**src/source/hub75_output.sv**
```systemverilog
/* HUB75 pin stage: two-cycle delay of the control strobes
   to meet the channel data, then registers for every pin */
`default_nettype none

module hub75_output #(
    parameter int row_w = 4
) (
    input wire clk_root,
    input wire arst_n,
    input wire [1:0][2:0] rgb_lanes,  // 0 top, 1 bottom
    input wire shift_clk,
    input wire latch,
    input wire display,
    input wire [row_w-1:0] row,
    output logic [2:0] rgb_top,
    output logic [2:0] rgb_bottom,
    output logic clk_pixel,
    output logic row_latch,
    output logic oe_n,
    output logic [row_w-1:0] row_addr
);

    localparam int ctrl_w = row_w + 3;

    logic [ctrl_w-1:0] ctrl_d1;
    logic [ctrl_w-1:0] ctrl_d2;  // {row, display, latch, shift_clk}

    // RAM read plus channel register
    always_ff @(posedge clk_root or negedge arst_n) begin
        if (!arst_n) begin
            ctrl_d1 <= '0;
            ctrl_d2 <= '0;
        end else begin
            ctrl_d1 <= {row, display, latch, shift_clk};
            ctrl_d2 <= ctrl_d1;
        end
    end

    always_ff @(posedge clk_root or negedge arst_n) begin
        if (!arst_n) begin
            rgb_top <= '0;
            rgb_bottom <= '0;
            clk_pixel <= 1'b0;
            row_latch <= 1'b0;
            oe_n <= 1'b1;  // panel dark
            row_addr <= '0;
        end else begin
            rgb_top <= rgb_lanes[0];
            rgb_bottom <= rgb_lanes[1];
            clk_pixel <= ctrl_d2[0];
            row_latch <= ctrl_d2[1];
            oe_n <= ~ctrl_d2[2];
            row_addr <= ctrl_d2[ctrl_w-1:3];
        end
    end

endmodule

`default_nettype wire

```
**config.mk**
```make
export PLATFORM = sky130hd
export DESIGN_NAME = hub75_output
export DESIGN_NICKNAME = d
export VERILOG_FILES = /design/src/source/hub75_output.sv
export SDC_FILE = /design/constraint.sdc
export NUM_CORES = 1
export LEC_CHECK = 0
export BUFFER_PORTS_ARGS = -buffer_cell sky130_fd_sc_hd__buf_2
export CAP_MARGIN = 5
export CORE_ASPECT_RATIO = 1.2
export CORE_UTILIZATION = 43
export CTS_CLUSTER_SIZE = 8
export DETAILED_ROUTE_END_ITERATION = 16
export PLACE_DENSITY = 0.73
export SYNTH_ARGS = -nofsm -noshare
export SYNTH_HDL_FRONTEND = slang
export SYNTH_SLANG_ARGS = --single-unit
```
**constraint.sdc**
```tcl
create_clock -name clk_root -period 0.8 [get_ports clk_root]
set_input_delay 0.08 -clock clk_root [delete_from_list [all_inputs] [get_ports clk_root]]
set_output_delay 0.08 -clock clk_root [all_outputs]
set_load 0.02 [all_outputs]
```
==> flow_summary.json <==
{
  "rows": 15,
  "syn_inst": 28,
  "yosysSeqAreaShare_pct": 99.4,
  "grt_max_degree": 16,
  "via_per_inst": 4.14,
  "power_density_nw_per_um2": 2030,
  "syn-num-nets": 43,
  "ir_worst_vdd_mv": 1.29,
  "grt_antenna_before_repair": 0,
  "cpLargestDelayFamily": "flip-flops",
  "power_frac_clock_pct": 24.1,
  "relSlewSlack_pct": 88.1,
  "cp_slowest_cell": "dfstp_2",
  "clock-sinks": 27,
  "hold_viol_final": 0,
  "skew_ns": 0.00590,
  "synth_cell_type_count": 3,
  "grt_first_pass_wirelength_um": 1480,
  "worstMarginPinSlew_ns": 0.178,
  "comb_power_share_pct": 10.6,
  "status": "complete, but fails checks",
  "crit_chain": "buf_6",
  "grt_usage_pct": 13.8,
  "final-setup-viol-count": 13,
  "hp-class": "in -> async",
  "wl_per_cell_um": 11.2,
  "htreeDepth": 1,
  "yosys_warnings": 0,
  "clkTransAtPathRegs_ns": 0.13,
  "antenna_cells": 0,
  "grt-ovfl-total": 0,
  "holdWs_ns": 0.114,
  "start_util_pct": 46.5,
  "core_area_um2": 1460,
  "fin_nets": 91,
  "violations": "setup timing",
  "synth_area_um2": 681,
  "ant_nets": 0,
  "register_area_um2": 677,
  "place_congestion": 0.559,
  "crit_arrival_ns": 0.97,
  "synth_seq_cells": 27,
  "multi_input_comb_cells": 0,
  "fin_util_pct": 75.2,
  "cp-end-kind": "output pin",
  "swShare_pct": 21.3,
  "max_freq_ghz": 0.957,
  "rsz0062_at_grt": "yes",
  "p_int_w": 0.00176,
  "num_io_pins": 28,
  "crit_type": "reg -> out",
  "syn_avg_cell_area_um2": 24.3,
  "crit_buf_inv": 1,
  "path_max_fanout": 1,
  "leakage_nw": 0.538,
  "clock_path_buffers": 2,
  "die_area_um2": 1750,
  "cts_tree": "built",
  "clock_latency_ns": 0.31,
  "drc": 0,
  "die_h_um": 45.6,
  "slowest_delay_ns": 0.55,
  "maxCapViolations": 0,
  "vias": 381,
  "die_x_um": 38.3,
  "numCtsBuffers": 3,
  "fill_cells": 74,
  "port_buffers": 27,
  "first_global_vias": 315,
  "slew_violations": 0,
  "p_switching_w": 0.000475,
  "power_frac_seq_pct": 65.3,
  "multi_input_area_um2": 0,
  "drt-pass1-iter-count": 2,
  "finalCriticalPeriod_ns": 1.05,
  "worst_slack_ns": -0.245,
  "syn2layout_area_growth_pct": 61.8,
  "cp-start-kind": "flip-flop",
  "clockRootBuffer": "clkbuf_4",
  "drive_above_1_share_pct": 45.3,
  "drt-total-wl_um": 1030,
  "drtIter0Drc": 1,
  "crit_required_ns": 0.72,
  "min_period_over_period_pct": 131
}
[cells in the final DEF, fill, tap and decap left out]
cell | synthesis | layout
clkbuf_4 | 0 | 3
dlygate4sd3_1 | 0 | 14
buf_4 | 0 | 2
buf_6 | 0 | 13
clkinv_2 | 0 | 1
dfrtp_1 | 26 | 26
dfstp_2 | 1 | 1
buf_2 | 0 | 14
inv_1 | 1 | 1
[layer usage]
| layer | global-route usage, % | part of all wire (%) |
|---|---|---|
| met5 | 0 | 0 |
| met4 | 8.57 | 1.5 |
| met3 | 2.94 | 4.2 |
| met2 | 21.0 | 53 |
| met1 | 18.0 | 41 |
[synthesized netlist by cell type]
master   count  share of area [%]
dfrtp_1     26                 96
dfstp_2      1                3.9
inv_1        1               0.55
[final cells by class]
cell class	instances	share of cell area (%)
Inverter	1	0.341
Clock buffer	3	2.05
Tap cell	17	1.93
Clock inverter	1	0.455
Timing Repair Buffer	43	33.7
Sequential cell	27	61.5
[power by group through the flow]
stage / Combinational [W] / Sequential [W] / Clock [W]
after floorplan: 0.000000844 / 0.00152 / 0
after global placement: 0.000141 / 0.00147 / 0
after detailed placement: 0.000144 / 0.00148 / 0
after CTS: 0.000235 / 0.00146 / 0.000552
after global routing: 0.000254 / 0.00146 / 0.000617
final: 0.000237 / 0.00146 / 0.000538
[flip-flops by register name, indices dropped and copies added, names as in the netlist]
signal and count:
rgb_top 3, oe_n 1, row_addr 4, row_latch 1, ctrl_d2 7, rgb_bottom 3
ctrl_d1 7, clk_pixel 1
[per-stage QoR]
stage | total power (W) | worst slack (ns) | cells | setup TNS, ns | cell area (um^2)
2_1_floorplan | 0.00152 | 0.166 | 28 | 0 | 681
3_3_place_gp | 0.00161 | 0.0849 | 74 | 0 | 852
3_5_place_dp | 0.00162 | 0.0839 | 74 | 0 | 852
4_1_cts | 0.00225 | -0.256 | 92 | -1.73 | 1100
5_1_grt | 0.00234 | -0.285 | 92 | -2.12 | 1100
6_report | 0.00223 | -0.245 | 92 | -1.62 | 1100
[cell families (layout without fill, tap and decap cells)]
group / after synthesis / in the layout / share of synthesized area, %
flops: 27 / 27 / 99.4
buf+inv: 1 / 48 / 0.551
[final timing paths]
check                      startpoint       endpoint  slack (ns)  cells past startpoint
max                              oe_n           oe_n       -0.25                      1
min                            arst_n    row_addr[2]        0.11                      2
max reg2reg                ctrl_d1[6]     ctrl_d2[6]        0.32                      0
min reg2reg                ctrl_d2[2]           oe_n        0.36                      1
max in group asynchronous      arst_n  rgb_bottom[0]        0.29                      3
min in group clk_root      ctrl_d2[2]           oe_n        0.36                      1
[timing repair]
action                                  4_1_cts  5_1_grt
endpoints found under the setup margin       13       13
hold endpoints to repair                     40        0
hold buffers                                 14        0
gates resized for setup                      26        0
setup buffers                                 0        0
cloned                                        0        0
Power figures use the tool's default switching activity.
