**src/source/led_panel_pkg.sv**
```systemverilog
/* pixel and colour plane widths, default panel geometry,
   framebuffer word union shared by the RAM and the channels */
`default_nettype none

package led_panel_pkg;

    localparam int color_bits = 2;  // also the number of bit planes
    localparam int pixel_width = 3 * color_bits;  // blue 5:4, green 3:2, red 1:0

    localparam int default_panel_columns = 64;
    localparam int default_scan_rows = 16;
    localparam int default_plane_base_ticks = 32;

    // one RAM word holds the pixel of the top half and the one of the bottom half
    // that are shown on the same scan row and column
    typedef union packed {
        logic [2*pixel_width-1:0] raw;  // as stored in the RAM
        logic [1:0][pixel_width-1:0] half;  // 0 top, 1 bottom
    } fb_word_u;

endpackage

`default_nettype wire

```
**src/source/subpanel_channel.sv**
```systemverilog
/* one subpanel channel: picks the current plane bit of each colour,
   masks it with the colour enable and registers it */
`default_nettype none

module subpanel_channel (
    input wire clk_root,
    input wire arst_n,
    input wire [led_panel_pkg::pixel_width-1:0] pixel,
    input wire [$clog2(led_panel_pkg::color_bits)-1:0] plane,
    input wire [2:0] rgb_enable,
    output logic [2:0] rgb
);

    localparam int plane_w = $clog2(led_panel_pkg::color_bits);

    logic [plane_w-1:0] plane_d;  // lines up with the RAM read
    logic [2:0] plane_bits;

    // rgb[0] red, rgb[1] green, rgb[2] blue
    always_comb begin
        for (int c = 0; c < 3; c++) begin
            plane_bits[c] = pixel[c*led_panel_pkg::color_bits + int'(plane_d)];
        end
    end

    always_ff @(posedge clk_root or negedge arst_n) begin
        if (!arst_n) begin
            plane_d <= '0;
            rgb <= '0;
        end else begin
            plane_d <= plane;
            rgb <= plane_bits & rgb_enable;
        end
    end

endmodule

`default_nettype wire
```
**config.mk**
```make
export PLATFORM = sky130hd
export DESIGN_NAME = subpanel_channel
export DESIGN_NICKNAME = d
export VERILOG_FILES = /design/src/source/led_panel_pkg.sv /design/src/source/subpanel_channel.sv
export SDC_FILE = /design/constraint.sdc
export NUM_CORES = 1
export LEC_CHECK = 0
export ABC_CLOCK_PERIOD_IN_PS = 900
export BUFFER_PORTS_ARGS = -buffer_cell sky130_fd_sc_hd__buf_2
export CELL_PAD_IN_SITES_DETAIL_PLACEMENT = 1
export CELL_PAD_IN_SITES_GLOBAL_PLACEMENT = 1
export CORE_AREA = 2 2 39 41
export CTS_CLUSTER_SIZE = 12
export DETAILED_ROUTE_END_ITERATION = 10
export DIE_AREA = 0 0 41 43
export PLACE_DENSITY_LB_ADDON = 0.1
export RECOVER_POWER = 25
export SYNTH_ARGS = -nofsm -noshare
export SYNTH_HDL_FRONTEND = slang
export SYNTH_SLANG_ARGS = --single-unit
```
**constraint.sdc**
```tcl
create_clock -name clk_root -period 0.9 [get_ports clk_root]
set_input_delay 0.09 -clock clk_root [delete_from_list [all_inputs] [get_ports clk_root]]
set_output_delay 0.09 -clock clk_root [all_outputs]
set_load 0.05 [all_outputs]
```
==> impl_metrics.yaml <==
outcome:
  status: "completed"
logic_synthesis:
  yosysSeqAreaShare_pct: 67.23
  syn-num-nets: 22
  synthSimpleGateAreaFrac_pct: 12.61
  synth_area_um2: 148.9
  synth-adder-area-share_pct: 0
  synth_top_area_share_pct: 67.23
  synth_cell_type_count: 3
  ys_ff_latch: 4
  avgSynthCellArea_um2: 14.89
  ys_top_cells_by_area: "dfrtp_1, mux2i_1, nor2b_1"
  synth_top_family_by_area: "multiplexers"
  synth_compound_area_share_pct: 0
  yosysWarnings: 0
  netlist_instances: 10
  synth_area_leader_cell: "dfrtp_1"
  synth.area.mux_share_pct: 20.17
  synth-xor-area-share_pct: 0
placed_design:
  preCtsSetupSlack_ns: 0.08616
  placedCellCount: 40
  dp_hpwl_um: 298.9
  portBuffers: 14
  gp_congestion: 0.5079
worst_hold_path:
  min_path_type: "in -> reg"
setup_path:
  critPathRequiredTime_ns: 0.81
  critPathLaunchType: "flop"
  slowest_delay_ns: 0.35
  path_max_fanout: 1
  end_kind: "output pin"
  worstPathBufferInverterCount: 1
  cp_top_family: "flip-flops"
  slowest_stage: "dfrtp_1"
  critical_path_class: "reg -> out"
  path_cells: "buf_4"
  cp.arrival_ns: 0.76
route:
  totalWireLength_um: 349
  first_pass_iters: 1
  ant_nets: 0
  vias: 139
  first_iter_violations: 0
  drc: 0
  wl_per_cell_um: 7.756
  via_per_inst: 3.089
floorplanning:
  dieArea_um2: 1763
  die_y_um: 43
  core_region_area_um2: 1384
  num_rows: 14
  chipWidth_um: 41
  initial_utilization_pct: 10.76
  ios: 15
clock_network:
  clock_latency_ns: 0.23
  cts.sinks: 4
  numCtsBuffers: 3
  h-tree-depth: 1
  post_cts.repair.setup_buffers: 0
  clockBufferDepth: 2
  cts_tree: "done"
  cts_root_buffer: "clkbuf_4"
  clkTransAtPathRegs_ns: 0.04
finish:
  area_growth_pct: 93.28
  final_common_cell: "buf_2"
  finish.cell_count_without_fillers: 45
  most-common-layout-cells: "buf_2, dfrtp_1"
  n_antenna_cell: 0
  drive_above_1_share_pct: 55.17
  nNetsFinal: 43
sta:
  rsz0062_at_grt: "no"
  finalSetupTns_ns: 0
  finalHoldViolCount: 0
  fmax_mhz: 1173
  fin_crit_sh_pct: 94.71
  worst_slack_ns: 0.04757
  period_needed_ns: 0.8524
  fin_skew_ns: 0.001470
  max_slew_margin_pct: 85.84
  drv_slew: 0
  setup_violations: 0
  tightest_slew_ns: 0.2124
pwr:
  p_sw_mw: 0.1187
  internal_power_mw: 0.3827
  powerDensity_nw_per_um2: 1742
  vdd_drop_max_mv: 0.2993
  p_seq_share_pct: 39.4
  p_comb_share_pct: 18.1
  pwr-share-clk_pct: 42.6
  power.leakage_nw: 0.1526
  swShare_pct: 23.67
global_routing:
  grt_pass1_vias: 128
  gr-usage-met2_pct: 5.625
  use_met3_pct: 2.094
  grt_antenna_before_repair: 0
  met1_usage_pct: 4.221
  grt_max_degree: 5
  grt_use_total_pct: 5.337
  grt_pass1_wl_um: 476
  grt-ovfl-total: 0
  busiest_layer: "met4"
flow_run:
  cap_violations: 0
[cell usage after synthesis (all sizes together)]
library cell,number
mux2i,3
dfrtp,4
nor2b,3
[worst paths after layout]
kind / start / slack [ns] / cells past startpoint / to
hold / removal: rgb_enable[1] / 0.09 / 2 / rgb[1]
min in group asynchronous: arst_n / 0.22 / 2 / rgb[0]
max in group asynchronous: arst_n / 0.50 / 2 / rgb[1]
setup / recovery: rgb[0] / 0.05 / 1 / rgb[0]
hold reg to reg: plane_d / 0.66 / 2 / rgb[2]
setup reg to reg: plane_d / 0.10 / 2 / rgb[1]
[worst reg2reg max path, stage by stage (launching register included)]
cell and delay (ns):
dfrtp_1 0.42, mux2i_1 0.20, nor2b_1 0.06
[area by class of cell]
cell class                      count  area (um2)
Clock buffer                        3       22.52
Fill cell                         171        1096
Multi-Input combinational cell      6       48.80
Sequential cell                     4       100.1
Tap cell                           16       20.02
Timing Repair Buffer               16       96.34
[per-stage QoR]
stage	power, mW	util, %	hold slack (ns)	cell area, um2
global route	0.5360	20.80	0.08038	287.8
detailed placement	0.2807	17.27	-0.1004	239.0
global placement	0.2791	17.27	-0.1004	239.0
floorplan	0.2436	-	-0.2056	148.9
finish	0.5014	20.80	0.08577	287.8
CTS	0.5151	20.34	0.08202	281.5
[power groups by stage]
| stage | sequential, mW | combinational, mW | clock, mW |
|---|---|---|---|
| after floorplan | 0.230 | 0.0135 | 0 |
| after detailed placement | 0.200 | 0.0810 | 0 |
| after global placement | 0.199 | 0.0797 | 0 |
| after global routing | 0.199 | 0.0962 | 0.241 |
| final | 0.197 | 0.0906 | 0.213 |
| after CTS | 0.197 | 0.0880 | 0.230 |
[logic make-up (layout without fill, tap and decap cells)]
kind of cell  after synthesis  in the layout
simple gates                3              3
flops                       4              4
mux                         3              3
buf+inv                     0             19
[metal layers]
layer,vias up,wire [um]
met5,-,0
met3,0,36
li1,71,-
met2,8,187
met4,0,0
met1,60,125
[registers in the layout, indices dropped and copies added (netlist names)]
signal,count
rgb,3
plane_d,1
[timing repair]
item / in CTS / in global routing
hold endpoints to repair: 5 / 0
setup endpoints to repair: 0 / 3
hold buffers: 2 / 0
gates resized for setup: 0 / 6
Power figures use the tool's default switching activity.
