**config.mk**
```make
export PLATFORM = sky130hd
export DESIGN_NAME = scan_sequencer
export DESIGN_NICKNAME = d
export VERILOG_FILES = /design/src/source/led_panel_pkg.sv /design/src/source/scan_sequencer.sv
export SDC_FILE = /design/constraint.sdc
export NUM_CORES = 1
export LEC_CHECK = 0
export ABC_AREA = 1
export BUFFER_PORTS_ARGS = -buffer_cell sky130_fd_sc_hd__buf_4
export CORE_AREA = 8 8 64 66
export DETAILED_ROUTE_END_ITERATION = 10
export DIE_AREA = 0 0 72 74
export HOLD_SLACK_MARGIN = 0.03
export PLACE_DENSITY_LB_ADDON = 0.3
export SYNTH_ARGS = -nofsm -noshare
export SYNTH_HDL_FRONTEND = slang
export SYNTH_SLANG_ARGS = --single-unit
```
**constraint.sdc**
```tcl
create_clock -name clk_root -period 1.9 [get_ports clk_root]
set_input_delay 0.19 -clock clk_root [delete_from_list [all_inputs] [get_ports clk_root]]
set_output_delay 0.19 -clock clk_root [all_outputs]
set_load 0.05 [all_outputs]
```
**src/source/led_panel_pkg.sv**
```systemverilog
/* pixel and colour plane widths, default panel geometry,
   framebuffer word union shared by the RAM and the channels */
`default_nettype none

package led_panel_pkg;

    localparam int color_bits = 2;  // also the number of bit planes
    localparam int pixel_width = 3 * color_bits;  // blue 5:4, green 3:2, red 1:0

    localparam int default_panel_columns = 64;
    localparam int default_scan_rows = 16;
    localparam int default_plane_base_ticks = 32;

    // one RAM word holds the pixel of the top half and the one of the bottom half
    // that are shown on the same scan row and column
    typedef union packed {
        logic [2*pixel_width-1:0] raw;  // as stored in the RAM
        logic [1:0][pixel_width-1:0] half;  // 0 top, 1 bottom
    } fb_word_u;

endpackage

`default_nettype wire

```
**src/source/scan_sequencer.sv**
```systemverilog
/* scan sequencer: shift, latch and display phases per bit plane
   column, plane, row and display tick counters, framebuffer read address */
`default_nettype none

module scan_sequencer #(
    parameter int panel_columns = led_panel_pkg::default_panel_columns,
    parameter int scan_rows = led_panel_pkg::default_scan_rows,
    parameter int plane_base_ticks = led_panel_pkg::default_plane_base_ticks
) (
    input wire clk_root,
    input wire arst_n,
    output logic [$clog2(scan_rows*panel_columns)-1:0] rd_addr,
    output logic [$clog2(led_panel_pkg::color_bits)-1:0] plane,
    output logic shift_clk,
    output logic latch,
    output logic display,
    output logic [$clog2(scan_rows)-1:0] row
);

    localparam int addr_w = $clog2(scan_rows * panel_columns);
    localparam int col_w = $clog2(panel_columns);
    localparam int row_w = $clog2(scan_rows);
    localparam int plane_w = $clog2(led_panel_pkg::color_bits);
    localparam int max_ticks = plane_base_ticks << (led_panel_pkg::color_bits - 1);
    localparam int tick_w = $clog2(max_ticks + 1);

    localparam logic [1:0] ph_shift = 2'd0;
    localparam logic [1:0] ph_latch = 2'd1;
    localparam logic [1:0] ph_display = 2'd2;

    logic [1:0] phase;
    logic sclk_hi;  // second cycle of a column
    logic [col_w-1:0] col_q;
    logic [plane_w-1:0] plane_q;
    logic [row_w-1:0] row_q;
    logic [tick_w-1:0] ticks;
    logic [tick_w-1:0] display_len;

    // binary-coded modulation, plane p shows for base << p
    assign display_len = tick_w'(plane_base_ticks) << plane_q;

    always_ff @(posedge clk_root or negedge arst_n) begin
        if (!arst_n) begin
            phase <= ph_shift;
            sclk_hi <= 1'b0;
            col_q <= '0;
            plane_q <= '0;
            row_q <= '0;
            ticks <= '0;
        end else begin
            case (phase)
                ph_shift: begin
                    sclk_hi <= ~sclk_hi;
                    if (sclk_hi) begin
                        if (col_q == col_w'(panel_columns - 1)) begin
                            col_q <= '0;
                            phase <= ph_latch;
                        end else begin
                            col_q <= col_q + 1'b1;
                        end
                    end
                end
                ph_latch: begin
                    ticks <= '0;
                    phase <= ph_display;
                end
                ph_display: begin
                    if (ticks == display_len - 1'b1) begin
                        ticks <= '0;
                        phase <= ph_shift;
                        // next plane, or first plane of the next row
                        if (plane_q == plane_w'(led_panel_pkg::color_bits - 1)) begin
                            plane_q <= '0;
                            if (row_q == row_w'(scan_rows - 1)) begin
                                row_q <= '0;
                            end else begin
                                row_q <= row_q + 1'b1;
                            end
                        end else begin
                            plane_q <= plane_q + 1'b1;
                        end
                    end else begin
                        ticks <= ticks + 1'b1;
                    end
                end
                default: phase <= ph_shift;
            endcase
        end
    end

    // address held for both cycles of a column
    assign rd_addr = addr_w'(row_q * panel_columns + col_q);
    assign plane = plane_q;
    assign row = row_q;

    assign shift_clk = (phase == ph_shift) && sclk_hi;  // low then high per column
    assign latch = (phase == ph_latch);
    assign display = (phase == ph_display);

endmodule

`default_nettype wire

```
==> summary.md <==
| Metric | Value |
|---|---|
| Final Wtd Congestion | 0.7711 |
| Placed instance count | 200 |
| RSZ-0062 raised after global routing | false |
| Final std cells w/o fill | 205 |
| DP HPWL | 1.691 mm |
| Via density | 4.517 |
| Final Skew | 0.6485 ps |
| Worst-path fanout max | 5 |
| Int Pwr | 0.5281 mW |
| Post-cts sizing count | 0 |
| Fmax achieved | 0.5789 GHz |
| CP bufs+invs | 3 |
| Part of the power in the clock network | 0.322 |
| Status | complete, no violations |
| DR pass1 iterations | 4 |
| DRC | 0 |
| Final Max Slew Viols | 0 |
| Drt wl/cell | 11.01 µm |
| YS warnings | 0 |
| Peak supply drop | 0.4253 mV |
| Net Sw Frac | 0.2187 |
| Setup TNS | 0 ps |
| Period utilization | 0.9092 |
| Yosys reg bits | 21 |
| Origin of the critical flop-to-flop path | phase[0] |
| Mapped Avg Cell Area | 8.535 µm² |
| Final min period | 1727 ps |
| Sequential area share after synthesis | 0.4398 |
| Max H-tree Level | 1 |
| Slowest CP cell | dfrtp_1 |
| Initial Util | 0.3758 |
| Synth top area share | 0.4398 |
| Max_cap viols | 0 |
| Critical Path Source | phase[0] |
| Overflow after GRT | 0 |
| Die extent in y | 74 µm |
| Cell taking the most area after synthesis | dfrtp_1 |
| Design Area, Final | 1395 µm² |
| Pin count of the biggest net entering global routing | 22 |
| Slew @ Worst Pin | 342.8 ps |
| CP required | 1710 ps |
| P per Cell Area | 484.5 nW/µm² |
| Global Route Usage Sum | 0.09491 |
| Antenna Cells | 0 |
| Total CTS buffers | 3 |
| CTS tree | built |
| Final hold violation count | 0 |
| Synthesized area | 1195 µm² |
| Startpoint types | flip-flop |
| Worst stage delay on the critical path | 420 ps |
| Slew HR | 0.7715 |
| Clock sinks | 21 |
| Gate power share | 0.017 |
| Core Util, Final | 0.4388 |
| Hold Path Class | in2async |
| DR iter-0 viols | 30 |
| Area growth from synthesis to layout | 16.75% |
| DRT antenna net count | 0 |
| Die Area | 5328 µm² |
| Share of layout cells above drive strength 1 | 0.2201 |
| Area of the core | 3179 µm² |
| Initial antenna violation count | 0 |
| Most numerous cell on the critical path | inv_1 |
| Crit path cell chain | inv_1 > ha_1 > nand2_2 > inv_1 > buf_4 |
| Synth area leaders | dfrtp_1 (44%), nand2_1 (11%), ha_1 (7.3%), inv_1 (5.0%), xor2_1 (3.7%) |
| Post-DP Area | 1358 µm² |
| First-pass GRT wire length | 3.960 mm |
| Vias | 926 |
| Fin worst setup slack | 172.6 ps |
| CTS root buf | clkbuf_4 |
| Netlist cell types | 22 |
| Final setup viols | 0 |
| Arrival time worst endpoint | 1540 ps |
| Rows | 21 |
| Syn nets | 149 |
| Synthesized instance count | 140 |
| Psw | 0.1478 mW |
| Fin nets | 169 |
| IO Pins | 20 |
| Clock Latency Late Sink | 300 ps |
| Static leakage | 0.6843 nW |
| Critical path capture point type | output pin |
| Die X | 72 µm |
| Power share of the sequential group | 0.661 |
| DP Worst Slack | 300.1 ps |
| Buffers on Ports | 19 |
| Worst-path clk slew | 120 ps |
| Cell family with most CP delay | buffers and inverters |
| CTS max path bufs | 2 |
| Number of global-route vias before repair | 905 |
| Critical path type | reg2out |
| Total Routed Length | 2.258 mm |
==> worst register-to-register path: cells and delay by family, from the launching register on <==
family                     cells  cell delay (ps)
AOI/OAI and AO/OA              1              110
buffers and inverters          2              180
adders and majority gates      1              480
and+or+nand+nor                4              400
DFF                            1              390
==> power by group through the flow <==
stage               registers [mW]   logic [mW]  clock network, mW
floorplan                    0.456  0.000000312                  0
global placement             0.455       0.0112                  0
detailed placement           0.455       0.0111                  0
CTS                          0.447       0.0128              0.233
global route                 0.447       0.0143              0.252
finish                       0.447       0.0115              0.218
==> placed cells by master, fill, tap and decap left out, types with 2 or more instances in the layout <==
cell,instances
nand3_1,8
nand2_1,36
xnor2_1,2
nor2_4,2
a21oi_1,8
o21ai_0,8
xor2_1,5
nor3_2,2
dfrtp_1,21
inv_1,16
nand4_1,5
nand2_2,2
nor2_1,5
ha_1,7
inv_2,2
buf_4,19
clkbuf_4,3
==> state kept, by name, indices dropped and copies added (netlist names) <==
name / cells
plane: 1
row: 4
sclk_hi: 1
col_q: 6
ticks: 7
phase: 2
==> through the flow <==
stage / hold slack (ps) / power, mW
after floorplan: -105.6 / 0.4555
after global placement: 98.65 / 0.4666
after detailed placement: 97.58 / 0.4665
after CTS: 294.8 / 0.6922
after global routing: 305.4 / 0.7132
final: 290.0 / 0.6759
==> area by class of cell <==
| cell class | count | area (µm²) |
|---|---|---|
| clock buffers | 3 | 22.52 |
| clock inverters | 1 | 5.005 |
| fillers | 324 | 1784 |
| inverters | 18 | 67.56 |
| multi-input cells | 96 | 564.3 |
| flip-flops and latches | 21 | 525.5 |
| well taps | 46 | 57.56 |
| repair buffers | 20 | 152.6 |
==> cells in the mapped netlist (all sizes together) <==
| master | number |
|---|---|
| buf | 5 |
| a21oi | 9 |
| ha | 7 |
| o21ai | 9 |
| nand2 | 39 |
| nand4 | 5 |
| or2 | 1 |
| nor2 | 8 |
| nand3 | 9 |
| nor3 | 2 |
| dfrtp | 21 |
| xor2 | 5 |
| xnor2 | 2 |
| inv | 18 |
==> path summary, 6_finish.rpt <==
path / cells after the start / end / slack [ps]
hold reg to reg: 1 / col_q[2] / 520
setup reg to reg: 8 / ticks[5] / 270
max in group asynchronous: 2 / row[0] / 1400
min in group clk_root: 1 / col_q[2] / 520
hold / removal: 2 / plane / 290
setup / recovery: 5 / shift_clk / 170
==> cell families after synthesis <==
kind of cell	count (synthesis)	synth area share
compound gates	18	0.07853
xor+xnor	7	0.05131
simple gates	64	0.2691
fa+ha+maj	7	0.07330
flops	21	0.4398
buf+inv	23	0.08797
==> per-layer routing <==
metal,GRT usage,up-vias,wire [µm]
met4,0.04082,0,31
met2,0.1356,18,918
met3,0.04447,4,165
met5,0,-,0
met1,0.1194,418,1143
li1,-,486,-
==> what timing repair did <==
action	CTS	global route
hold endpoints to repair	21	0
hold buffers	1	0
setup buffers	0	0
Power figures use the tool's default switching activity.
