[src/source/led_panel_pkg.sv]
/* pixel and colour plane widths, default panel geometry,
   framebuffer word union shared by the RAM and the channels */
`default_nettype none

package led_panel_pkg;

    localparam int color_bits = 2;  // also the number of bit planes
    localparam int pixel_width = 3 * color_bits;  // blue 5:4, green 3:2, red 1:0

    localparam int default_panel_columns = 64;
    localparam int default_scan_rows = 16;
    localparam int default_plane_base_ticks = 32;

    // one RAM word holds the pixel of the top half and the one of the bottom half
    // that are shown on the same scan row and column
    typedef union packed {
        logic [2*pixel_width-1:0] raw;  // as stored in the RAM
        logic [1:0][pixel_width-1:0] half;  // 0 top, 1 bottom
    } fb_word_u;

endpackage

`default_nettype wire

[src/source/command_decoder.sv]
/* byte decoder: pixel loads, frame start, colour enable
   drives the framebuffer write port one cycle after the strobe */
`default_nettype none

module command_decoder #(
    parameter int panel_columns = led_panel_pkg::default_panel_columns,
    parameter int scan_rows = led_panel_pkg::default_scan_rows
) (
    input wire clk_root,
    input wire arst_n,
    input wire [7:0] rx_byte,
    input wire rx_strobe,
    output logic wr_en,
    output logic [$clog2(scan_rows*panel_columns)-1:0] wr_addr,
    output logic wr_lane,
    output logic [led_panel_pkg::pixel_width-1:0] wr_pixel,
    output logic [2:0] rgb_enable
);

    localparam int words = scan_rows * panel_columns;  // per half
    localparam int pixels = 2 * words;
    localparam int idx_w = $clog2(pixels);
    localparam int addr_w = $clog2(words);

    logic [idx_w-1:0] pix_idx;  // linear index over both halves
    logic idx_lane;
    logic [addr_w-1:0] idx_addr;

    // bottom half rows start right after the last top half pixel
    assign idx_lane = (pix_idx >= idx_w'(words));
    assign idx_addr = idx_lane ? addr_w'(pix_idx - idx_w'(words)) : addr_w'(pix_idx);

    always_ff @(posedge clk_root or negedge arst_n) begin
        if (!arst_n) begin
            wr_en <= 1'b0;
            pix_idx <= '0;
            rgb_enable <= 3'b111;
        end else begin
            wr_en <= 1'b0;
            if (rx_strobe) begin
                if (!rx_byte[7]) begin  // pixel byte
                    wr_en <= 1'b1;
                    pix_idx <= (pix_idx == idx_w'(pixels - 1)) ? '0 : pix_idx + 1'b1;
                end else if (!rx_byte[6]) begin
                    pix_idx <= '0;  // frame start
                end else begin
                    rgb_enable <= rx_byte[2:0];
                end
            end
        end
    end

    // write payload, only meaningful with wr_en
    always_ff @(posedge clk_root) begin
        if (rx_strobe) begin
            wr_addr <= idx_addr;
            wr_lane <= idx_lane;
            wr_pixel <= rx_byte[led_panel_pkg::pixel_width-1:0];
        end
    end

endmodule

`default_nettype wire

[config.mk]
export PLATFORM = sky130hd
export DESIGN_NAME = command_decoder
export DESIGN_NICKNAME = d
export VERILOG_FILES = /design/src/source/led_panel_pkg.sv /design/src/source/command_decoder.sv
export SDC_FILE = /design/constraint.sdc
export NUM_CORES = 1
export LEC_CHECK = 0
export BUFFER_PORTS_ARGS = -buffer_cell sky130_fd_sc_hd__buf_2
export CORE_AREA = 2 2 57 59
export DETAILED_ROUTE_END_ITERATION = 6
export DIE_AREA = 0 0 59 61
export PLACE_DENSITY = 0.72
export SYNTH_ARGS = -nofsm -noshare
export SYNTH_HDL_FRONTEND = slang
export SYNTH_SLANG_ARGS = --single-unit
[constraint.sdc]
create_clock -name clk_root -period 3.9 [get_ports clk_root]
set_clock_uncertainty 0.05 [all_clocks]
set_input_delay 0.195 -clock clk_root [delete_from_list [all_inputs] [get_ports clk_root]]
set_output_delay 0.195 -clock clk_root [all_outputs]
set_load 0.005 [all_outputs]
==> results.md, run 1 <==
- Postcts setup bufs: 0
- # setup viols final: 0
- Worst setup path category: register to register
- Num CTS Buffers: 5
- Largest net degree at the start of global routing: 21
- CTS clock-pin slew for the worst setup and hold paths: 0.09 ns
- Reg area: 889.6 um^2
- Initial antenna violation count: 0
- Fmax: 554.0 MHz
- Die width: 59 um
- Drt initial violations: 19
- Layout cells sized above 1: 34.56%
- Fillers: 246
- Synth top area share: 39.08%
- Fin Setup TNS: 0 ns
- Worst setup EP type: register
- Dominant synthesized flop cell: edfxtp_1
- R2r startpoint: pix_idx[0]$_DFFE_PN0P_
- Max incr delay on CP: 0.44 ns
- Crit. Startpoint: pix_idx[0]$_DFFE_PN0P_
- Routability cong.: 0.8801
- # Max-Cap Violations: 0
- Total Routed Length: 2305 um
- Drt drc: 0
- Hpwl dp: 1470 um
- Measured slew at the worst slew-check pin: 0.4081 ns
- Crit path capture: pix_idx[2]$_DFFE_PN0P_
- Mapped Nets: 108
- Synth Instances: 95
- Top-count cell post-synth: edfxtp_1
- Clock buffer depth: 2
- Relative slew margins: 72.80%
- Delay-heaviest family, CP: compound AO/OA/AOI/OAI gates
- CTS tree: built
- R2R depth: 5
- Placed cell count: 154
- Root buf cell: clkbuf_4
- Die Area: 3599 um^2
- Leakage power: 0.0007023 uW
- Clk_lat worst skew: 0.33 ns
- Fin. max-slew vios: 0
- VDD IR max: 203.5 uV
- CP Cell Sequence: ha_1 -> and4_1 -> a41oi_4 -> a21oi_1 -> mux2i_1
- Clk sinks: 32
- R2R setup slack: 2.09 ns
- # IOs: 32
- Fin. Hold Viols: 0
- Largest area contributor in the netlist: edfxtp_1
- Synth Register Bits: 32
- Syn Area/Cell: 13.75 um^2
- Critical Path RT: 4.10 ns
- Max Fanout on Critical Path: 10
- Gr ovfl total: 0
- Synth-to-layout area growth: 24.33%
- Nets@finish: 148
- Library cells used by synthesis: 26
- Tmin final: 1.805 ns
- H-tree levels: 2
- Starting Density: 44.24%
- # diodes: 0
- Crit path buf inv count: 0
- FF-to-FF End: pix_idx[2]$_DFFE_PN0P_
- Post-synth top cells: edfxtp_1, dfrtp_1, a21oi_1, nand2_1
- PwrDens: 448.6 nW/um^2
- Antenna viol nets, final: 0
- DR vias/cell: 5.308
- Register area share after synthesis: 68.10%
- Total GRT Usage: 13.68%
- First-pass GRT wire length: 3401 um
- Critical Path Start Type: register
- Area contributors post-synth: edfxtp_1, dfrtp_1, dfstp_2
- Run status: finished, final reports clean
- Finished Layout Cells: 169
- Final cycle utilization of the critical path: 46.29%
- Vias in the first global route: 756
- Via count: 897
- Overall Power: 728.5 uW
- Fraction of registers with async set/reset: 46.88%
- Die Y: 61 um
- Rows: 20
- Crit path depth: 5
- Core area: 2953 um^2
- Cell area after synthesis: 1306 um^2
- RSZ-0062 raised after global routing: no
- IO buf count: 31
- Multi-input logic area: 364.1 um^2
- Pre-antenna DRT Iters: 4
- Slowest stage cell, crit path: dfrtp_1
- HP Class: primary input to asynchronous set/reset pin
- EDFF count, synth: 17
- Post-DR wirelength/cell: 13.64 um
- Yosys warns: 0
- CP arrival: 2.01 ns
[cell usage in the layout, fill, tap and decap left out, drive strengths merged, types with 2 or more instances in the layout]
| master | synthesis | final |
|---|---|---|
| mux2i | 2 | 2 |
| and4 | 2 | 2 |
| edfxtp | 17 | 17 |
| a21oi | 7 | 7 |
| mux2 | 4 | 4 |
| clkbuf | 2 | 6 |
| ha | 2 | 2 |
| dfstp | 3 | 3 |
| nand2 | 7 | 7 |
| inv | 5 | 5 |
| and2 | 3 | 3 |
| dlygate4sd3 | 0 | 7 |
| o21ai | 6 | 6 |
| nand4 | 4 | 4 |
| a31oi | 2 | 2 |
| dfrtp | 12 | 12 |
| nand3 | 6 | 6 |
| buf | 3 | 31 |
[how the worst min path moves through the flow]
| stage | start | to |
|---|---|---|
| 2_1_floorplan | arst_n | pix_idx[0]$_DFFE_PN0P_ |
| 3_3_place_gp | arst_n | pix_idx[1]$_DFFE_PN0P_ |
| 3_5_place_dp | arst_n | pix_idx[0]$_DFFE_PN0P_ |
| 4_1_cts | rx_byte[1] | wr_pixel[1]$_DFFE_PP_ |
| 5_1_grt | arst_n | pix_idx[3]$_DFFE_PN0P_ |
| 6_report | arst_n | pix_idx[7]$_DFFE_PN0P_ |
[power breakdown]
part           switching (uW)  internal (uW)
Sequential               14.5            387
Combinational            32.7           35.2
Clock                     109            150
[cell families after synthesis]
kind of cell               synth area share (%)
AOI/OAI and AO/OA                         10.06
adders and majority gates                 1.915
buffers and inverters                     4.023
DFF                                       68.10
muxes                                     4.981
and+or+nand+nor                           10.92
[cell type report]
cell class,count,share of cell area [%]
flip-flops and latches,32,54.78
clock buffers,6,3.159
clock inverters,2,2.080
well taps,33,2.542
inverters,5,1.156
multi-input cells,53,22.42
repair buffers,38,13.87
[through the flow]
stage,utilization [%],cell area (um^2),hold WS (ns),setup slack [ns]
6_report,55.00,1624,0.2301,2.095
4_1_cts,54.66,1614,0.003387,2.106
3_3_place_gp,49.75,1469,0.06282,2.202
3_5_place_dp,49.75,1469,0.06169,2.119
5_1_grt,55.00,1624,0.2371,1.957
2_1_floorplan,-,1306,-0.1506,2.265
[flip-flops by register name, indices dropped and copies added, names as in the netlist]
register and cells:
pix_idx 11, rgb_enable 3, wr_addr 10, wr_lane 1, wr_en 1, wr_pixel 6
[per-layer routing]
| metal | share of wire [%] | routed length, um | GRT usage (%) | up-vias |
|---|---|---|---|---|
| met1 | 41 | 935 | 14.23 | 438 |
| li1 | - | - | - | 430 |
| met3 | 3.7 | 86 | 3.838 | 7 |
| met5 | 0 | 0 | 0 | - |
| met4 | 2.5 | 57 | 12.34 | 0 |
| met2 | 53 | 1227 | 22.54 | 22 |
[timing repair]
item,in CTS,in global routing
hold endpoints to repair,20,1
hold buffers,6,1
gates resized for setup,0,0
Note: power is estimated with default switching activity, not from simulation.
==> inputs of run 2 (changes only) <==
- clock period: 3.9 -> 1.7 ns (I/O delays scaled with it)
==> run 2 against run 1 <==
Register-to-register slack got worse by 1.9 ns. Critical path type unchanged. Clock power increased by 51%. Final cell count up 3.6%. Die area stayed put. First-iteration DRC count increased by 140%. Combinational power increased to 2.7 times the previous value. Wire length rose by 8.5%.
==> results.md, run 2 (synthesized netlist as in run 1, its figures left out) <==
- Sw power: 353.9 uW
- # Max-Cap Violations: 0
- Max Fanout on Critical Path: 5
- Worst setup EP type: register
- # IOs: 32
- Hold_ws: 0.1326 ns
- R2r startpoint: pix_idx[1]$_DFFE_PN0P_
- Critical Path Start Type: register
- Drt initial violations: 46
- VDD IR max: 275.2 uV
- Synth-to-layout area growth: 26.05%
- # diodes: 0
- Most common cell after layout, fill and taps aside: buf_2
- Leakage power: 0.0007104 uW
- R2R setup slack: 0.16 ns
- Fmax: 648.1 MHz
- Final worst setup slack: 0.1571 ns
- Die Y: 61 um
- Total GRT Usage: 15.77%
- Starting Density: 44.24%
- Hpwl dp: 1641 um
- First-pass GRT wire length: 4008 um
- Clk_lat worst skew: 0.33 ns
- Clk sinks: 32
- Postcts setup bufs: 0
- Most frequent cells in the layout: buf_2, edfxtp_1, dfrtp_1
- Number of flip-flops in the largest register: 11
- Routability cong.: 0.8479
- Clock buffer depth: 2
- Fin Setup TNS: 0 ns
- Die width: 59 um
- Measured slew at the worst slew-check pin: 0.3761 ns
- Total Routed Length: 2501 um
- IO buf count: 31
- Die Area: 3599 um^2
- Drt drc: 0
- Largest net degree at the start of global routing: 20
- Worst setup path category: register to register
- Pre-antenna DRT Iters: 4
- CP arrival: 1.71 ns
- Nets@finish: 154
- Core area: 2953 um^2
- Relative slew margins: 74.61%
- Sequential power share: 61.5%
- HP Class: primary input to asynchronous set/reset pin
- Comb power frac: 12.3%
- DR vias/cell: 5.446
- Post-DR wirelength/cell: 14.29 um
- Final cycle utilization of the critical path: 90.76%
- Root buf cell: clkbuf_4
- Fin. max-slew vios: 0
- Rows: 20
- CTS tree: built
- R2R depth: 5
- Critical Path RT: 1.87 ns
- Net Sw Frac: 23.77%
- Run status: finished, final reports clean
- Clock Power Share: 26.2%
- Fillers: 246
- Via count: 953
- RSZ-0062 raised after global routing: no
- Tmin final: 1.543 ns
- Gr ovfl total: 0
- CTS clock-pin slew for the worst setup and hold paths: 0.09 ns
- Pre-CTS setup slack: 0.01937 ns
- # setup viols final: 0
- Biggest regs: pix_idx: 11 flops, wr_addr: 10 flops, wr_pixel: 6 flops
- Antenna viol nets, final: 0
- Vias in the first global route: 895
- Initial antenna violation count: 0
- Num CTS Buffers: 5
- Layout cells sized above 1: 37.32%
- Post-layout util: 55.76%
- Overall Power: 1489 uW
- H-tree levels: 2
- FF-to-FF End: pix_idx[3]$_DFFE_PN0P_
- Fin. Hold Viols: 0
- Cell Int Power: 1135 uW
- Biggest register: pix_idx
- PwrDens: 904.3 nW/um^2
run 2: layout make-up:
| class | count | area (um^2) | area share [%] |
|---|---|---|---|
| flip-flops and latches | 32 | 889.6 | 54.03 |
| multi-input cells | 54 | 385.4 | 23.40 |
| repair buffers | 43 | 262.8 | 15.96 |
| clock buffers | 6 | 41.29 | 2.508 |
| well taps | 33 | 41.29 | 2.508 |
| inverters | 5 | 18.77 | 1.140 |
| clock inverters | 2 | 7.507 | 0.4559 |
run 2: timing repair:
item / in CTS / in global routing
pin swaps: 1 / 1
setup endpoints to repair: 1 / 9
hold endpoints to repair: 24 / 0
gates resized for setup: 0 / 3
hold buffers: 7 / 0
gates cloned: 0 / 1
run 2: layer usage:
layer  wire length, um  global-route usage, %
met5                 0                      0
met4                97                  8.766
met3               121                  5.117
met2              1326                  27.46
met1               955                  16.99
run 2: power by group through the flow:
stage               Clock, uW  Combinational (uW)  Sequential, uW
global route              433                 208             923
floorplan                   0                61.3             939
finish                    390                 183             915
CTS                       405                 183             914
global placement            0                 164             926
detailed placement          0                 170             931
run 2: worst max-delay path: stages, from the launching register on:
cell and delay (ns):
dfrtp_1 0.37, ha_2 0.21, and4_4 0.28, a41oi_2 0.20
a31oi_1 0.24, nand2_1 0.08
run 2: worst max path at each step:
stage                            from                      end  slack, ns  depth (start not counted)
2_1_floorplan  pix_idx[0]$_DFFE_PN0P_   pix_idx[7]$_DFFE_PN0P_       0.07                          6
6_report       pix_idx[1]$_DFFE_PN0P_   pix_idx[3]$_DFFE_PN0P_       0.16                          5
4_1_cts        pix_idx[0]$_DFFE_PN0P_   pix_idx[5]$_DFFE_PN0P_       0.04                          5
3_5_place_dp   pix_idx[0]$_DFFE_PN0P_   pix_idx[5]$_DFFE_PN0P_       0.02                          5
3_3_place_gp   pix_idx[0]$_DFFE_PN0P_   pix_idx[7]$_DFFE_PN0P_       0.13                          5
5_1_grt        pix_idx[1]$_DFFE_PN0P_  pix_idx[10]$_DFFE_PN0P_       0.02                          6
run 2: through the flow:
stage / cell area [um^2] / std cells
floorplan: 1306 / 95
global placement: 1506 / 159
detailed placement: 1506 / 159
CTS: 1625 / 174
global route: 1647 / 175
finish: 1647 / 175
==> inputs of run 3 (changes only) <==
- REMOVE_ABC_BUFFERS: not set -> 1
==> run 3 against run 2 <==
Register-to-register slack got worse by 0.09 ns. Via count increased by 1.2%. Die area unchanged. Largest cell class unchanged. Global-route usage decreased by 0.14 points. Sequential power decreased by 0.5%. Clock power increased by 3%. Clock-buffer cell count increased by 1. First-iteration DRC count decreased by 65%. Non-clock buffer count increased by 3. Final cell count increased by 1.7%. Hold slack got worse by 0.10 ns. Critical path depth unchanged.
==> results.md, run 3 (synthesized netlist as in run 1, its figures left out) <==
- Run status: finished, final reports clean
- Core area: 2953 um^2
- Slowest stage cell, crit path: dfrtp_1
- Antenna viol nets, final: 0
- Sequential power share: 60.5%
- Most frequent cells in the layout: buf_2, edfxtp_1, dfrtp_1
- Initial antenna violation count: 0
- DR vias/cell: 5.416
- Fin. Hold Viols: 0
- Num CTS Buffers: 5
- Clk_lat worst skew: 0.33 ns
- Pre-CTS setup slack: 0.02051 ns
- Post-layout util: 56.44%
- GR Util met3: 6.823%
- Overall Power: 1504 uW
- PwrDens: 902.5 nW/um^2
- # diodes: 0
- Critical Path RT: 1.87 ns
- Clk sinks: 32
- Clock Power Share: 26.8%
- Fin. max-slew vios: 0
- Max Fanout on Critical Path: 5
- Synth-to-layout area growth: 27.59%
- Multi-input logic area: 381.6 um^2
- Cell Int Power: 1146 uW
- Fin Setup TNS: 0 ns
- Relative slew margins: 74.61%
- Routability cong.: 0.8302
- Fmax: 613.6 MHz
- Net Sw Frac: 23.81%
- Largest net degree at the start of global routing: 16
- Global routing usage on met2: 25.40%
- Reg area: 889.6 um^2
- Vias in the first global route: 856
- GRT Max-Usage Layer: met2
- Drt initial violations: 16
- # IOs: 32
- Hpwl dp: 1844 um
- Starting Density: 44.24%
- Post-DR wirelength/cell: 15.42 um
- Final worst setup slack: 0.07023 ns
- CP arrival: 1.80 ns
- Worst setup path category: register to register
- Die Area: 3599 um^2
- Leakage power: 0.0007297 uW
- RSZ-0062 raised after global routing: no
- IO buf count: 31
- Biggest regs: pix_idx: 11 flops, wr_addr: 10 flops, wr_pixel: 6 flops
- Clock buffer depth: 2
- Critical Path Start Type: register
- Die Y: 61 um
- Comb power frac: 12.7%
- Gr ovfl total: 0
- # setup viols final: 0
- CP Cell Sequence: ha_1 -> and4_2 -> a41oi_4 -> buf_4 -> a22o_2
- Layout cells sized above 1: 38.62%
- Drt drc: 0
- Root buf cell: clkbuf_4
- CTS tree: built
- Total GRT Usage: 15.62%
- Final cycle utilization of the critical path: 95.87%
- Biggest register: pix_idx
- # Max-Cap Violations: 0
- Measured slew at the worst slew-check pin: 0.3808 ns
- Via count: 964
- VDD IR max: 285.4 uV
- Tmin final: 1.630 ns
- Met1 usage: 16.55%
- Nets@finish: 157
- Worst setup EP type: register
- Max incr delay on CP: 0.36 ns
- CTS clock-pin slew for the worst setup and hold paths: 0.09 ns
- Sw power: 358.1 uW
- Rows: 20
- Die width: 59 um
- Total Routed Length: 2744 um
- Number of flip-flops in the largest register: 11
- HP Class: primary input to register
- Fillers: 244
- H-tree levels: 2
- Most common cell after layout, fill and taps aside: buf_2
- First-pass GRT wire length: 3926 um
- Pre-antenna DRT Iters: 4
run 3: changes by cell type in the layout (fill, tap and decap cells not counted):
cell,change
and4_2,+1
and4_4,-1
buf_4,+3
clkbuf_1,+1
clkinv_1,-2
clkinv_2,+1
ha_1,+1
ha_2,-1
run 3: path summary, 6_finish.rpt:
path | slack, ns | endpoint | from | cells past startpoint
setup / recovery | 0.07 | pix_idx[1]$_DFFE_PN0P_ | pix_idx[1]$_DFFE_PN0P_ | 5
hold / removal | 0.03 | wr_addr[5]$_DFFE_PP_ | rx_strobe | 1
setup reg to reg | 0.07 | pix_idx[1]$_DFFE_PN0P_ | pix_idx[1]$_DFFE_PN0P_ | 5
hold reg to reg | 0.47 | wr_addr[8]$_DFFE_PP_ | pix_idx[8]$_DFFE_PN0P_ | 0
max in group asynchronous | 1.16 | rgb_enable[2]$_DFFE_PN1P_ | arst_n | 2
min in group asynchronous | 0.14 | pix_idx[10]$_DFFE_PN0P_ | arst_n | 2
run 3: power by group through the flow:
stage               sequential, uW  combinational (uW)  clock [uW]
finish                         910                 191         403
global route                   915                 215         447
CTS                            910                 189         421
detailed placement             927                 177           0
global placement               924                 171           0
floorplan                      939                58.6           0
run 3: what timing repair did:
| action | 4_1_cts | 5_1_grt |
|---|---|---|
| resized for setup | 0 | 1 |
| pin swaps | 1 | 0 |
| endpoints found under the setup margin | 1 | 4 |
| buffers inserted | 0 | 1 |
| endpoints found under the hold margin | 24 | 0 |
| cloned | 0 | 1 |
| hold buffers | 7 | 0 |
run 3: metrics by stage:
step	cell area [um^2]	hold WS (ns)	instances
after global routing	1667	0.01776	178
after global placement	1521	-0.04449	161
final	1667	0.03267	178
after floorplan	1272	-0.2606	90
after CTS	1642	0.01956	176
after detailed placement	1521	-0.04254	161
run 3: final cells by class:
| class | instances | share of cell area (%) |
|---|---|---|
| repair buffers | 46 | 17.12 |
| flip-flops and latches | 32 | 53.38 |
| inverters | 5 | 1.126 |
| well taps | 33 | 2.477 |
| multi-input cells | 54 | 22.90 |
| clock buffers | 7 | 2.703 |
| clock inverters | 1 | 0.3003 |
run 3: routing by layer:
layer	share of wire [%]	vias up
met5	0	-
met2	53	41
met3	5.5	8
met1	38	464
li1	-	451
met4	2.9	0
run 3: critical path, delay by kind of cell, from the launching register on:
family	cells	cell delay [ns]
AO/OA/AOI/OAI	2	0.41
adder cells (fa/ha/maj)	1	0.20
buffers and inverters	1	0.18
flip-flops	1	0.36
AND/OR/NAND/NOR	1	0.33
